File: src/hdl/motor_regs_pkg.sv
/* Widths, address map and packed types shared by the motor register file.
   Every RTL module imports what it needs from here. */
package motor_regs_pkg;

    // Widths
    localparam int ADDR_W     = 6;
    localparam int REG_W      = 8;
    localparam int ANGLE_W    = 12;
    localparam int ANGLE_HI_W = ANGLE_W - REG_W;    // Angle bits held in the control byte
    localparam int ADC_TEMP_W = 7;
    localparam int ROT_TEMP_W = 6;                  // Rotation status keeps only 6 bits
    localparam int PWM_W      = 5;

    typedef logic [ADDR_W-1:0]     reg_addr_t;
    typedef logic [REG_W-1:0]      reg_data_t;
    typedef logic [ANGLE_W-1:0]    angle_t;
    typedef logic [ADC_TEMP_W-1:0] adc_temp_t;
    typedef logic [PWM_W-1:0]      pwm_t;

    localparam int NUM_DRIVE = 4;
    localparam int NUM_ROT   = 4;

    // Fixed addresses
    localparam reg_addr_t ADDR_RESERVED    = 6'h00;   // Writes dropped
    localparam reg_addr_t ADDR_BCAST_ALL   = 6'h01;   // All eight control regs
    localparam reg_addr_t ADDR_BCAST_ROT   = 6'h02;   // Rotation control regs only
    localparam reg_addr_t ADDR_BCAST_DRIVE = 6'h03;   // Drive control regs only

    // Drive blocks start at 0x04, two bytes each
    localparam int DRIVE_BASE       = 'h04;
    localparam int DRIVE_STRIDE     = 2;
    localparam int DRIVE_CTRL_OFS   = 0;
    localparam int DRIVE_STATUS_OFS = 1;

    // Rotation blocks start at 0x0C, five bytes each
    localparam int ROT_BASE        = 'h0C;
    localparam int ROT_STRIDE      = 5;
    localparam int ROT_CTRL_OFS    = 0;
    localparam int ROT_STATUS_OFS  = 1;
    localparam int ROT_TARG_OFS    = 2;
    localparam int ROT_CURR_LO_OFS = 3;
    localparam int ROT_CURR_HI_OFS = 4;   // Also the command address

    // Control byte bits shared by both channel kinds
    localparam int CTRL_BRAKE_BIT  = 7;
    localparam int CTRL_ENABLE_BIT = 6;
    localparam int CTRL_DIR_BIT    = 5;

    // Command bits written to the current-high address
    localparam int CMD_UPDATE_BIT = 5;
    localparam int CMD_ABORT_BIT  = 4;

    // Field order matches the control byte, MSB first
    typedef struct packed {
        logic brake;
        logic enable;
        logic direction;
        pwm_t pwm;
    } drive_ctrl_t;

    typedef struct packed {
        logic      fault;
        adc_temp_t adc_temp;
    } drive_status_t;

    typedef struct packed {
        logic   brake;
        logic   enable;
        logic   direction;
        angle_t target_angle;
    } rot_ctrl_t;

    typedef struct packed {
        logic      fault;
        logic      startup_fail;
        adc_temp_t adc_temp;         // Low 6 bits used
        angle_t    current_angle;
        logic      angle_done;
    } rot_status_t;

    typedef struct packed {
        logic update;
        logic abort;
    } rot_cmd_t;

    // Stored bytes of each channel, as seen by the read-back path
    typedef struct packed {
        reg_data_t ctrl;
        reg_data_t status;
    } drive_regs_t;

    typedef struct packed {
        reg_data_t ctrl;
        reg_data_t status;
        reg_data_t targ;
        reg_data_t curr_lo;
        reg_data_t curr_hi;
    } rot_regs_t;

    // Byte address of one register in a drive block
    function automatic reg_addr_t drive_addr(input int ch, input int ofs);
        return reg_addr_t'(DRIVE_BASE + DRIVE_STRIDE * ch + ofs);
    endfunction

    // Byte address of one register in a rotation block
    function automatic reg_addr_t rot_addr(input int ch, input int ofs);
        return reg_addr_t'(ROT_BASE + ROT_STRIDE * ch + ofs);
    endfunction

endpackage

File: src/hdl/drive_channel.sv
/* One drive motor channel. Holds the writable control byte and
   samples the fault and temperature inputs into the status byte. */
`timescale 1ns/1ps

module drive_channel (
    input  logic                           clock,
    input  logic                           reset,
    input  logic                           wr,          // Control byte strobe
    input  motor_regs_pkg::reg_data_t      wr_data,
    input  motor_regs_pkg::drive_status_t  status_in,
    output motor_regs_pkg::drive_ctrl_t    ctrl,
    output motor_regs_pkg::drive_regs_t    regs         // Stored bytes for read-back
);
    import motor_regs_pkg::*;

    reg_data_t ctrl_q;
    reg_data_t status_q;

    // Control byte, one cycle after the write
    always_ff @(posedge clock) begin
        if (reset) begin
            ctrl_q <= '0;
        end else if (wr) begin
            ctrl_q <= wr_data;
        end
    end

    // Status sampled every clock
    always_ff @(posedge clock) begin
        if (reset) begin
            status_q <= '0;
        end else begin
            status_q <= {status_in.fault, status_in.adc_temp};   // Fault in bit 7
        end
    end

    // Struct layout is the byte layout
    assign ctrl = drive_ctrl_t'(ctrl_q);

    assign regs.ctrl   = ctrl_q;
    assign regs.status = status_q;

endmodule

File: src/hdl/motor_reg_file.sv
/* Top level of the swerve-drive motor register file. Byte-wide bus with
   plain read and write strobes, four drive and four rotation channels. */
`timescale 1ns/1ps

module motor_reg_file (
    input  logic                                                   clock,
    input  logic                                                   reset,
    input  motor_regs_pkg::reg_addr_t                              address,
    input  logic                                                   write_en,
    input  motor_regs_pkg::reg_data_t                              wr_data,
    input  logic                                                   read_en,
    output motor_regs_pkg::reg_data_t                              rd_data,

    // Drive motors
    input  motor_regs_pkg::drive_status_t [motor_regs_pkg::NUM_DRIVE-1:0] drive_status,
    output motor_regs_pkg::drive_ctrl_t   [motor_regs_pkg::NUM_DRIVE-1:0] drive_ctrl,

    // Rotation motors
    input  motor_regs_pkg::rot_status_t   [motor_regs_pkg::NUM_ROT-1:0]   rot_status,
    output motor_regs_pkg::rot_ctrl_t     [motor_regs_pkg::NUM_ROT-1:0]   rot_ctrl,
    output motor_regs_pkg::rot_cmd_t      [motor_regs_pkg::NUM_ROT-1:0]   rot_cmd
);
    import motor_regs_pkg::*;

    // Decoder strobes
    logic [NUM_DRIVE-1:0] drive_wr;
    logic [NUM_ROT-1:0]   rot_ctrl_wr;
    logic [NUM_ROT-1:0]   rot_targ_wr;
    logic [NUM_ROT-1:0]   rot_cmd_wr;

    // Stored bytes toward the read-back mux
    drive_regs_t [NUM_DRIVE-1:0] drive_regs;
    rot_regs_t   [NUM_ROT-1:0]   rot_regs;

    reg_decoder i_reg_decoder (
        .address     (address),
        .write_en    (write_en),
        .drive_wr    (drive_wr),
        .rot_ctrl_wr (rot_ctrl_wr),
        .rot_targ_wr (rot_targ_wr),
        .rot_cmd_wr  (rot_cmd_wr)
    );

    // Drive channels 0x04..0x0B
    for (genvar i = 0; i < NUM_DRIVE; i++) begin : g_drive
        drive_channel i_drive_channel (
            .clock     (clock),
            .reset     (reset),
            .wr        (drive_wr[i]),
            .wr_data   (wr_data),
            .status_in (drive_status[i]),
            .ctrl      (drive_ctrl[i]),
            .regs      (drive_regs[i])
        );
    end

    // Rotation channels 0x0C..0x1F
    for (genvar i = 0; i < NUM_ROT; i++) begin : g_rot
        rotation_channel i_rotation_channel (
            .clock     (clock),
            .reset     (reset),
            .ctrl_wr   (rot_ctrl_wr[i]),
            .targ_wr   (rot_targ_wr[i]),
            .cmd_wr    (rot_cmd_wr[i]),
            .wr_data   (wr_data),
            .status_in (rot_status[i]),
            .ctrl      (rot_ctrl[i]),
            .cmd       (rot_cmd[i]),
            .regs      (rot_regs[i])
        );
    end

    readback_mux i_readback_mux (
        .clock      (clock),
        .reset      (reset),
        .address    (address),
        .read_en    (read_en),
        .drive_regs (drive_regs),
        .rot_regs   (rot_regs),
        .rd_data    (rd_data)
    );

endmodule

File: src/hdl/readback_mux.sv
/* Read-back path. Picks the addressed byte from the channel registers
   and loads it into rd_data on read_en. Unmapped addresses read 0. */
`timescale 1ns/1ps

module readback_mux (
    input  logic                                                 clock,
    input  logic                                                 reset,
    input  motor_regs_pkg::reg_addr_t                            address,
    input  logic                                                 read_en,
    input  motor_regs_pkg::drive_regs_t [motor_regs_pkg::NUM_DRIVE-1:0] drive_regs,
    input  motor_regs_pkg::rot_regs_t   [motor_regs_pkg::NUM_ROT-1:0]   rot_regs,
    output motor_regs_pkg::reg_data_t                            rd_data
);
    import motor_regs_pkg::*;

    reg_data_t sel_byte;

    // Address to byte, zero when nothing matches
    always_comb begin
        sel_byte = '0;
        for (int i = 0; i < NUM_DRIVE; i++) begin
            if (address == drive_addr(i, DRIVE_CTRL_OFS)) begin
                sel_byte = drive_regs[i].ctrl;
            end
            if (address == drive_addr(i, DRIVE_STATUS_OFS)) begin
                sel_byte = drive_regs[i].status;
            end
        end
        for (int i = 0; i < NUM_ROT; i++) begin
            if (address == rot_addr(i, ROT_CTRL_OFS)) begin
                sel_byte = rot_regs[i].ctrl;
            end
            if (address == rot_addr(i, ROT_STATUS_OFS)) begin
                sel_byte = rot_regs[i].status;
            end
            if (address == rot_addr(i, ROT_TARG_OFS)) begin
                sel_byte = rot_regs[i].targ;
            end
            if (address == rot_addr(i, ROT_CURR_LO_OFS)) begin
                sel_byte = rot_regs[i].curr_lo;
            end
            if (address == rot_addr(i, ROT_CURR_HI_OFS)) begin
                sel_byte = rot_regs[i].curr_hi;
            end
        end
    end

    // Holds between reads
    always_ff @(posedge clock) begin
        if (reset) begin
            rd_data <= '0;
        end else if (read_en) begin
            rd_data <= sel_byte;
        end
    end

endmodule

File: src/hdl/reg_decoder.sv
/* Write address decoder. Turns address plus write_en into one strobe
   per writable register, with the broadcast groups folded into the control strobes. */
`timescale 1ns/1ps

module reg_decoder (
    input  motor_regs_pkg::reg_addr_t             address,
    input  logic                                  write_en,
    output logic [motor_regs_pkg::NUM_DRIVE-1:0]  drive_wr,      // Drive control strobes
    output logic [motor_regs_pkg::NUM_ROT-1:0]    rot_ctrl_wr,   // Rotation control strobes
    output logic [motor_regs_pkg::NUM_ROT-1:0]    rot_targ_wr,   // Target low byte strobes
    output logic [motor_regs_pkg::NUM_ROT-1:0]    rot_cmd_wr     // Update/abort command strobes
);
    import motor_regs_pkg::*;

    logic wr_ok;
    logic bcast_drive;
    logic bcast_rot;

    // Reserved address never reaches a register
    assign wr_ok = write_en && (address != ADDR_RESERVED);

    // Broadcast groups
    assign bcast_drive = (address == ADDR_BCAST_ALL) || (address == ADDR_BCAST_DRIVE);
    assign bcast_rot   = (address == ADDR_BCAST_ALL) || (address == ADDR_BCAST_ROT);

    always_comb begin
        drive_wr    = '0;
        rot_ctrl_wr = '0;
        rot_targ_wr = '0;
        rot_cmd_wr  = '0;

        // Drive blocks 0x04..0x0B
        for (int i = 0; i < NUM_DRIVE; i++) begin
            drive_wr[i] = wr_ok &&
                          (bcast_drive || (address == drive_addr(i, DRIVE_CTRL_OFS)));
        end

        // Rotation blocks 0x0C..0x1F
        for (int i = 0; i < NUM_ROT; i++) begin
            rot_ctrl_wr[i] = wr_ok &&
                             (bcast_rot || (address == rot_addr(i, ROT_CTRL_OFS)));
            rot_targ_wr[i] = wr_ok && (address == rot_addr(i, ROT_TARG_OFS));   // No broadcast
            rot_cmd_wr[i]  = wr_ok && (address == rot_addr(i, ROT_CURR_HI_OFS));
        end
    end

endmodule

File: src/hdl/rotation_channel.sv
/* One swerve rotation motor channel. Control and target-angle bytes,
   sampled status and current-angle bytes, plus one-cycle update and abort pulses. */
`timescale 1ns/1ps

module rotation_channel (
    input  logic                          clock,
    input  logic                          reset,
    input  logic                          ctrl_wr,     // Control byte strobe
    input  logic                          targ_wr,     // Target low byte strobe
    input  logic                          cmd_wr,      // Write to current-high address
    input  motor_regs_pkg::reg_data_t     wr_data,
    input  motor_regs_pkg::rot_status_t   status_in,
    output motor_regs_pkg::rot_ctrl_t     ctrl,
    output motor_regs_pkg::rot_cmd_t      cmd,
    output motor_regs_pkg::rot_regs_t     regs         // Stored bytes for read-back
);
    import motor_regs_pkg::*;

    reg_data_t ctrl_q;      // Full byte kept so it reads back as written
    reg_data_t targ_q;
    reg_data_t status_q;
    reg_data_t curr_lo_q;
    reg_data_t curr_hi_q;
    rot_cmd_t  cmd_q;

    // Writable bytes
    always_ff @(posedge clock) begin
        if (reset) begin
            ctrl_q <= '0;
            targ_q <= '0;
        end else begin
            if (ctrl_wr) begin
                ctrl_q <= wr_data;
            end
            if (targ_wr) begin
                targ_q <= wr_data;
            end
        end
    end

    // Status and current angle sampled every clock
    always_ff @(posedge clock) begin
        if (reset) begin
            status_q  <= '0;
            curr_lo_q <= '0;
            curr_hi_q <= '0;
        end else begin
            status_q  <= {status_in.fault, status_in.startup_fail,
                          status_in.adc_temp[ROT_TEMP_W-1:0]};
            curr_lo_q <= status_in.current_angle[REG_W-1:0];
            curr_hi_q <= {status_in.angle_done,
                          {(REG_W - 1 - ANGLE_HI_W){1'b0}},          // Bits 6:4 read as 0
                          status_in.current_angle[ANGLE_W-1:REG_W]};
        end
    end

    // Command pulses last one cycle since they reload every clock
    always_ff @(posedge clock) begin
        if (reset) begin
            cmd_q <= '0;
        end else begin
            cmd_q.update <= cmd_wr && wr_data[CMD_UPDATE_BIT];
            cmd_q.abort  <= cmd_wr && wr_data[CMD_ABORT_BIT];
        end
    end

    assign ctrl.brake        = ctrl_q[CTRL_BRAKE_BIT];
    assign ctrl.enable       = ctrl_q[CTRL_ENABLE_BIT];
    assign ctrl.direction    = ctrl_q[CTRL_DIR_BIT];
    assign ctrl.target_angle = {ctrl_q[ANGLE_HI_W-1:0], targ_q};   // Bit 4 unused
    assign cmd               = cmd_q;

    assign regs.ctrl    = ctrl_q;
    assign regs.status  = status_q;
    assign regs.targ    = targ_q;
    assign regs.curr_lo = curr_lo_q;
    assign regs.curr_hi = curr_hi_q;

endmodule

File: config.mk
export PLATFORM = sky130hd
export DESIGN_NAME = motor_reg_file
export DESIGN_NICKNAME = d
export VERILOG_FILES = /design/src/hdl/motor_regs_pkg.sv /design/src/hdl/drive_channel.sv /design/src/hdl/motor_reg_file.sv /design/src/hdl/readback_mux.sv /design/src/hdl/reg_decoder.sv /design/src/hdl/rotation_channel.sv
export SDC_FILE = /design/constraint.sdc
export NUM_CORES = 1
export LEC_CHECK = 0
export BUFFER_PORTS_ARGS = -buffer_cell sky130_fd_sc_hd__clkbuf_2
export CORE_MARGIN = 1
export CORE_UTILIZATION = 54
export CTS_CLUSTER_DIAMETER = 50
export CTS_CLUSTER_SIZE = 14
export DETAILED_ROUTE_END_ITERATION = 7
export PLACE_DENSITY_LB_ADDON = 0.15
export SYNTH_ARGS = -nofsm -noshare
export SYNTH_HDL_FRONTEND = slang
export SYNTH_SLANG_ARGS = --single-unit
File: constraint.sdc
create_clock -name clock -period 2.6 [get_ports clock]
set_clock_uncertainty 0.1 [all_clocks]
set_input_delay 0.39 -clock clock [delete_from_list [all_inputs] [get_ports clock]]
set_output_delay 0.39 -clock clock [all_outputs]
set_load 0.02 [all_outputs]
## Word-level counts from Yosys, hierarchy flattened

Index checks and enable logic that the tools add are counted.

| storage, ports and cells | value |
|---|---|
| register bits | 240 |
| input port bits | 138 |
| word-level logic and storage cells | 136 |

| operators by class | value |
|---|---|
| reductions and logical operators | 36 |
| eq/ne operators | 31 |
| muxes and demuxes | 28 |

Operators by type and width:

| cell | count |
|---|---|
| $mux W8 | 28 |
| $eq A6 B5 Y1 const B | 16 |
| $eq A6 B4 Y1 const B | 8 |
| $logic_and A1 B1 Y1 | 25 |
| $eq A6 B3 Y1 const B | 4 |
| $eq A6 B2 Y1 const B | 2 |
| $logic_or A1 B1 Y1 | 10 |
| $eq A6 B1 Y1 const B | 1 |
| $reduce_bool A6 Y1 | 1 |

## Longest topological paths before layout

Gate-level depths: netlist of run 1.

| depth | value |
|---|---|
| depth in word-level cells | 29 |
| gate-level depth with buffers | 10 |

## Cells and area by module

From an unflattened synthesis of run 1, not the netlist that was laid out.

| unflattened totals | value |
|---|---|
| cells, all modules | 1214 |
| area, all modules | 11364.6 um2 |

By module, submodules not included:

| module | area each (um2) | cells an instance | instances |
|---|---|---|---|
| rotation_channel | 1332.5 | 119 | 4 |
| readback_mux | 3464.6 | 488 | 1 |
| drive_channel | 559.3 | 50 | 4 |
| reg_decoder | 332.8 | 50 | 1 |

## Least setup slack after synthesis of run 1

No wires, ideal clock.

| timing | value |
|---|---|
| path type | input to register |
| start | in address[4] |
| end | reg i_readback_mux.rd_data[2] |
| setup time | 0.134 ns |
| arrival | 1.859 ns |
| required time | 2.366 ns |
| stages on the path | 7 |
| path slack | 0.507 ns |
| buffers on the path | 1 |
| cell sequence | buf_2 > nor2b_1 > and3_1 > a221o_1 > a2111o_1 > a211oi_2 > a211oi_2 |

| on the way | value |
|---|---|
| longest elaborated chain between the ends | 29 |

Ends and longest elaborated chain:

| element | line | source |
|---|---|---|
| start, declared | motor_reg_file.sv:8 | `input motor_regs_pkg::reg_addr_t address,` |
| $eq A6 B3 Y1 | readback_mux.sv:22 | `if (address == drive_addr(i, DRIVE_CTRL_OFS)) begin` |
| $mux W8 | readback_mux.sv:22 |  |
| $mux W8 | readback_mux.sv:25 | `if (address == drive_addr(i, DRIVE_STATUS_OFS)) begin` |
| $mux W8 | readback_mux.sv:22 |  |
| $mux W8 | readback_mux.sv:25 |  |
| $mux W8 | readback_mux.sv:22 |  |
| $mux W8 | readback_mux.sv:25 |  |
| $mux W8 | readback_mux.sv:22 |  |
| (+13 left out) | n/a |  |
| $mux W8 | readback_mux.sv:36 | `if (address == rot_addr(i, ROT_TARG_OFS)) begin` |
| $mux W8 | readback_mux.sv:39 | `if (address == rot_addr(i, ROT_CURR_LO_OFS)) begin` |
| $mux W8 | readback_mux.sv:42 | `if (address == rot_addr(i, ROT_CURR_HI_OFS)) begin` |
| $mux W8 | readback_mux.sv:30 | `if (address == rot_addr(i, ROT_CTRL_OFS)) begin` |
| $mux W8 | readback_mux.sv:33 | `if (address == rot_addr(i, ROT_STATUS_OFS)) begin` |
| $mux W8 | readback_mux.sv:36 |  |
| $mux W8 | readback_mux.sv:39 |  |
| $mux W8 * | readback_mux.sv:42 |  |
| end signal, assigned | readback_mux.sv:53 | `rd_data <= sel_byte;` |
| end, declared | readback_mux.sv:12 | `output motor_regs_pkg::reg_data_t rd_data` |

Every way passes the cells marked *; elsewhere a longest branch is shown, timed or not.
A chain may end at the register's enable or synchronous reset.

## Worst setup path after layout of run 1

| timing | value |
|---|---|
| start | reg g_rot[1].i_rotation_channel.ctrl_q[1] |
| end | reg i_readback_mux.rd_data[1] |

| on the way | value |
|---|---|
| longest elaborated chain between the ends | 15 |

Ends and longest elaborated chain:

| element | line | source |
|---|---|---|
| start, declared | rotation_channel.sv:19 | `reg_data_t ctrl_q;` |
| start signal, assigned | rotation_channel.sv:33 | `ctrl_q <= wr_data;` |
| $mux W8 | readback_mux.sv:30 |  |
| $mux W8 | readback_mux.sv:33 |  |
| $mux W8 | readback_mux.sv:36 |  |
| $mux W8 | readback_mux.sv:39 |  |
| $mux W8 | readback_mux.sv:42 |  |
| $mux W8 | readback_mux.sv:30 |  |
| $mux W8 | readback_mux.sv:33 |  |
| $mux W8 | readback_mux.sv:36 |  |
| $mux W8 | readback_mux.sv:39 |  |
| $mux W8 | readback_mux.sv:42 |  |
| $mux W8 | readback_mux.sv:30 |  |
| $mux W8 | readback_mux.sv:33 |  |
| $mux W8 | readback_mux.sv:36 |  |
| $mux W8 | readback_mux.sv:39 |  |
| $mux W8 | readback_mux.sv:42 |  |

Every way passes these cells.

==> results of run 1 <==
-- flip-flops by register name (all words and copies together), names as in the netlist --
signal,cells
g_drive.i_drive_channel.ctrl,32
g_drive.i_drive_channel.status_q,32
g_rot.i_rotation_channel.ctrl_q,32
g_rot.i_rotation_channel.curr_lo_q,32
g_rot.i_rotation_channel.status_q,32
g_rot.i_rotation_channel.targ_q,32
g_rot.i_rotation_channel.curr_hi_q,20
g_rot.i_rotation_channel.cmd,8
i_readback_mux.rd_data,8
-- cells in the final DEF, fill, tap and decap left out, types with 7 or more instances in the layout --
master,Yosys,final
dfxtp_1,228,228
o21ai_2,7,7
nor2b_1,129,129
buf_4,99,78
nor3_1,17,17
o22ai_1,11,11
nand2b_1,7,7
clkbuf_16,0,23
a21oi_1,50,50
and3_1,7,7
dlygate4sd3_1,0,64
a211oi_1,14,14
o21ai_0,39,39
nor2_1,133,133
a221o_1,7,7
clkbuf_2,1,238
mux2i_1,120,120
nand2_1,40,40
nand3_1,17,17
-- layout make-up --
| class | instances | area, sq um | share of cell area (%) |
|---|---|---|---|
| multi-input combinational | 737 | 4980 | 37.9 |
| sequential | 228 | 4560 | 34.8 |
| timing repair buffer | 388 | 2550 | 19.5 |
| clock buffer | 25 | 593 | 4.52 |
| tap | 265 | 332 | 2.53 |
| clock inverter | 9 | 71.3 | 0.544 |
| inverter | 7 | 26.3 | 0.200 |
-- critical path, cell delays in order (launching register included) --
cell and delay, ps:
dfxtp_1 350, mux4_2 500, o221ai_1 340, a211oi_1 100, buf_4 160, nor4_1 340
buf_4 170, nor3_1 40
-- metrics by stage --
stage,worst slack [ps],std cells
after global placement,53.8,1561
after detailed placement,85.7,1561
final,416,1659
after global routing,313,1659
after CTS,435,1659
after floorplan,507,1159
-- per-layer routing --
layer / routed length, um / share of wire [%] / track usage, % / vias to the layer above
met5: 13 / 0.038 / 0 / -
met4: 1300 / 3.8 / 13.0 / 2
met3: 3510 / 10 / 8.95 / 91
met2: 14700 / 43 / 50.0 / 532
met1: 14900 / 43 / 45.8 / 4403
li1: - / - / - / 4398
-- final timing paths --
| path | from | end | slack, ps | cells past startpoint |
|---|---|---|---|---|
| worst max register to register | g_rot[1].i_rotation_channel.ctrl_q[1] | i_readback_mux.rd_data[1] | 420 | 7 |
| worst max-delay path | g_rot[1].i_rotation_channel.ctrl_q[1] | i_readback_mux.rd_data[1] | 420 | 7 |
| worst min register to register | i_readback_mux.rd_data[6] | i_readback_mux.rd_data[6] | 400 | 1 |
| worst min-delay path | rot_status[73] | g_rot[3].i_rotation_channel.curr_lo_q[6] | -4 | 2 |
-- logic make-up after synthesis --
group	synth area share [%]
muxes	13.1
and+or+nand+nor	19.4
AOI/OAI and AO/OA	13.8
buffers and inverters	11.0
xor gates and xnor gates	0.0817
DFF	42.6
-- power breakdown --
group	total [mW]	internal (mW)	switching [mW]
sequential	3.67	3.61	0.0643
combinational	0.860	0.393	0.466
clock	3.01	1.65	1.36
==> impl_results.md, run 1 <==
* Status: finished, violations left
* Failing checks: negative hold slack
* Core ar. at 0.0195 sq mm
* Fraction of final layout cells sized beyond drive strength 1 at 28.0%
* Initial core utilization at 55.1%
* Fmax achieved at 0.458 GHz
* DPL Wire Length at 24.5 mm
* DRC violations left at 0
* Final period utilization at 84.0%
* YS warnings at 0
* Port Buffers at 241
* Required time at the worst-slack endpoint at 2900 ps
* Row count at 51
* Maximum fanout along the worst path at 3
* Pwr Density at 575 mW/mm^2
* Commonest cells post-synth: dfxtp_1, nor2_1, nor2b_1
* Number of synthesized register bits at 228
* Worst setup path class: register to register
* Die width at 143 um
* Hold Vio Cnt, Final at 2
* Total CTS buffers at 23
* Mean Syn Cell Area at 9.25 sq um
* Global Route Usage Sum at 33.5%
* Peak VDD IR at 488 uV
* First-pass GRT wire length at 50.9 mm
* Pin count of the biggest net entering global routing at 216
* Hold Path Class: primary input to register
* Final ANT Viol Nets at 0
* Final Instance Area at 0.0131 sq mm
* Via Count at 9426
* Post-CTS setup buffers at 0
* Mapped Area at 0.0107 sq mm
* Relative slew slack at 31.0%
* Hold Slack at -4.14 ps
* Post-synth top area cell: dfxtp_1
* DRT Pass-1 Iters at 5
* Sink Count at 228
* End-of-flow core utilization at 67.4%
* Area delta synth->final at 22.4%
* Final Max Slew Viols at 0
* Final setup fails at 0
* Max Root-Sink Buffers at 3
* Initial drt markers at 990
* RSZ-0062 raised after global routing: no
* Fillers at 1593
* Most common cell in the netlist: dfxtp_1
* Number of global-route vias before repair at 8830
* Startpoint Class: register
* Initial antenna violation count at 1
* EDFF count, synth at 0
* Unique masters post-synth at 74
* CP arrival at 2490 ps
* CTS resizes at 0
* Most common flop cell mapped by yosys: dfxtp_1
* Syn nets at 1297
* Synth top area share at 42.6%
* Total Wirelength at 34.4 mm
* WL per Instance at 20.8 um
* Actual slew at the worst max-slew pin at 1030 ps
* Ys async rst share at 0%
* CTS root buffer: clkbuf_16
* CP Capture Type: register
* Vert. Die Dim at 143 um
* CTS clk-pin slew, worst paths at 60 ps
* Cell count after synthesis at 1159
* TritonCTS clock tree: done
* # IOs at 246
* Area after DPL at 0.0118 sq mm
* Ant diodes at 0
* Seq/Total Area, Yosys at 42.6%
* Top cells by area, synth: dfxtp_1, mux2i_1, nor2b_1
* Insertion delay to the later sink of the worst-skew pair at 520 ps
* Nets@finish at 1523
* GR Overflow Total at 0
* Avg Vias per Cell at 5.68
* Placer Congestion at 0.992
* Setup_tns at 0 ps
* Leak at 5.93 nW
* CTS Hold Bufs at 64
* Max-cap violations at 0
* H-tree Lvls at 1
* Post-route minimum period at 2180 ps
* Final Total Pwr at 7.54 mW
* Die Area at 0.0204 sq mm
(Power assumes the default switching activity.)
==> inputs of run 2 (changes only) <==
- CORE_UTILIZATION: 54 -> 49
- clock period: 2.6 -> 1.8 ns (I/O delays scaled with it)
==> run 2 against run 1 <==
  * The run ends with negative setup slack left
  * Non-clock buffer count grew 145
  * Via count grew 6.4%
  * Sequential share of layout area shrank 3.9 points
  * Hold slack gained 170 ps
  * Final cell count grew 9.6%
  * Die area grew 10%
  * Critical path depth is the same
  * Register-to-register slack lost 460 ps
  * Total power grew 53%
  * Clock-buffer cell count grew 2
  * Largest cell class unchanged
  * Largest power group unchanged
==> impl_results.md, run 2 (same netlist as run 1, synthesis figures left out) <==
* Final ANT Viol Nets at 0 (unchanged)
* Hold Path Origin: read_en
* Required time at the worst-slack endpoint at 2110 ps (-790 ps)
* Max-cap violations at 0 (unchanged)
* Reg2Reg Depth at 7 (unchanged)
* Worst r2r dst: i_readback_mux.rd_data[7]
* R2r setup slk at -50 ps (-460 ps)
* CTS clk-pin slew, worst paths at 60 ps (about the same)
* Failing checks: negative setup slack
* Final Max Slew Viols at 0 (unchanged)
* WL per Instance at 21.8 um (+4.8%)
* Sink Count at 228 (unchanged)
* Status: finished, violations left
* Startpoint Class: register
* Dpl cells at 1662 (+6.5%)
* Initial drt markers at 848 (-14%)
* Worst setup path class: register to register
* # IOs at 246 (unchanged)
* Seq. cell area at 0.00457 sq mm (about the same)
* Crit path cell chain: nor2b_1 > a211oi_2 > buf_4 > o32ai_4 > a311oi_2 > o2111ai_1 > a221o_1
* RR Startpoint: g_rot[0].i_rotation_channel.curr_hi_q[7]
* Multi-input logic area at 0.00524 sq mm (+5.2%)
* Vert. Die Dim at 150 um (+4.9%)
* Final setup fails at 1 (+1)
* CTS root buffer: clkbuf_16
* Hold Path Class: primary input to register
* Total Wirelength at 39.6 mm (+15%)
* Setup_tns at -47.7 ps (-47.7 ps)
* CP Capture Type: register
* Die width at 150 um (+4.9%)
* DRT Pass-1 Iters at 5 (unchanged)
* Nets@finish at 1670 (+9.7%)
* Final period utilization at 103% (+19 points)
* Pwr Density at 783 mW/mm^2 (+36%)
* Fillers at 1652 (+3.7%)
* Insertion delay to the later sink of the worst-skew pair at 530 ps (about the same)
* CP max stage cell: a221o_1
* GR Overflow Total at 0 (unchanged)
* Die Area at 0.0225 sq mm (+10%)
* Ant diodes at 0 (unchanged)
* Core ar. at 0.0212 sq mm (+9.0%)
* Hold Crit Depth at 5 (+3)
* Most common cell after layout, fill and taps aside: clkbuf_2
* Number of global-route vias before repair at 9524 (+7.9%)
* Crit path largest cell delay at 340 ps (-160 ps)
* DRC violations left at 0 (unchanged)
* Avg Vias per Cell at 5.51 (-3.0%)
* H-tree Lvls at 1 (unchanged)
* Global Route Usage Sum at 34.9% (+1.4 points)
* Total CTS buffers at 25 (+8.7%)
* Area delta synth->final at 37.8%
* Maximum fanout along the worst path at 2 (-1)
* Max Root-Sink Buffers at 3 (unchanged)
* Hold path endpoint: i_readback_mux.rd_data[3]
* Initial antenna violation count at 0 (-1)
* Placer Congestion at 1.01 (+2.1%)
* Peak VDD IR at 811 uV (+66%)
* Hold Vio Cnt, Final at 0 (-2)
* Final Worst Setup Slack at -47.7 ps (-464 ps)
* CP arrival at 2150 ps (-340 ps)
* WP buf/inv at 1 (-1)
* RSZ-0062 raised after global routing: yes
* DPL Wire Length at 28.3 mm (+16%)
* Critical path startpoint: g_rot[0].i_rotation_channel.curr_hi_q[7]
* Post-route minimum period at 1850 ps (-336 ps)
* CP delay by family, top: compound AO/OA/AOI/OAI gates
* Most frequent cells in the layout: clkbuf_2, dfxtp_1, buf_4
* Relative slew slack at 64.1% (+33 points)
* TritonCTS clock tree: done
* Pin count of the biggest net entering global routing at 103 (-52%)
* Leak at 6.72 nW (+13%)
* Row count at 53 (+3.9%)
* Fmax achieved at 0.541 GHz (+18%)
* Via Count at 10000 (+6.4%)
* Initial core utilization at 50.5% (-4.6 points)
* Fraction of final layout cells sized beyond drive strength 1 at 34.0% (+6.0 points)
* Non-Filler Instances at 1819 (+9.6%)
* Actual slew at the worst max-slew pin at 539 ps (-496 ps)
* Port Buffers at 241 (unchanged)
* First-pass GRT wire length at 58.0 mm (+14%)
run 2: cell count changes in the layout (fill, tap and decap cells not counted), sizes merged:
cell / change
buf: +94
clkinv: +4
dlygate4sd3: +53
inv: -1
run 2: area by class of cell:
| type | instances | area share (%) |
|---|---|---|
| Clock buffer | 27 | 4.35 |
| Inverter | 7 | 0.178 |
| Timing Repair Buffer | 533 | 26.0 |
| Clock inverter | 12 | 0.762 |
| Tap cell | 275 | 2.33 |
| Sequential cell | 228 | 30.9 |
| Multi-Input combinational cell | 737 | 35.4 |
run 2: what timing repair did:
| action | in CTS | in global routing |
|---|---|---|
| endpoints found under the hold margin | 117 | 0 |
| gates cloned | 0 | 0 |
| buffers inserted | 1 | 0 |
| setup endpoints to repair | 3 | 8 |
| resized for setup | 6 | 34 |
| pin swaps | 5 | 18 |
| hold buffers | 117 | 0 |
run 2: worst max-delay path by stage:
stage,to,slack [ps],cells after the start
after floorplan,i_readback_mux.rd_data[3],-130,9
after global placement,i_readback_mux.rd_data[1],-600,8
after detailed placement,i_readback_mux.rd_data[1],-670,8
after CTS,i_readback_mux.rd_data[1],1,6
after global routing,i_readback_mux.rd_data[7],-140,7
final,i_readback_mux.rd_data[7],-50,7
run 2: power breakdown:
part	total [mW]	switching [mW]	internal, mW
Combinational	1.51	0.761	0.751
Clock	4.74	2.13	2.61
Sequential	5.31	0.101	5.21
run 2: worst register-to-register path: cells and delay by family (launching register included):
| kind | cells | cell delay (ps) |
|---|---|---|
| AO/OA/AOI/OAI | 5 | 1060 |
| flip-flops | 1 | 290 |
| buffers and inverters | 1 | 160 |
| AND/OR/NAND/NOR | 1 | 120 |
run 2: metrics by stage:
step / hold WS [ps] / power, mW / instance area (sq um) / utilization [%] / worst slack, ps
after floorplan: 298 / 6.06 / 10800 / - / -129
after global routing: 192 / 11.9 / 14800 / 69.6 / -143
after global placement: 378 / 6.65 / 12700 / 59.7 / -603
final: 163 / 11.6 / 14800 / 69.6 / -47.7
after CTS: 153 / 11.5 / 14600 / 68.9 / 1.19
after detailed placement: 384 / 6.66 / 12700 / 59.7 / -674
run 2: routing by layer:
layer  vias up  global-route usage (%)  share of wire [%]  routed length (um)
li1       4691                       -                  -                   -
met1      4743                    48.9                 44               17500
met2       528                    52.3                 44               17200
met3        68                    7.13                8.9                3510
met4         0                    13.4                3.4                1350
met5         -                       0                  0                   0
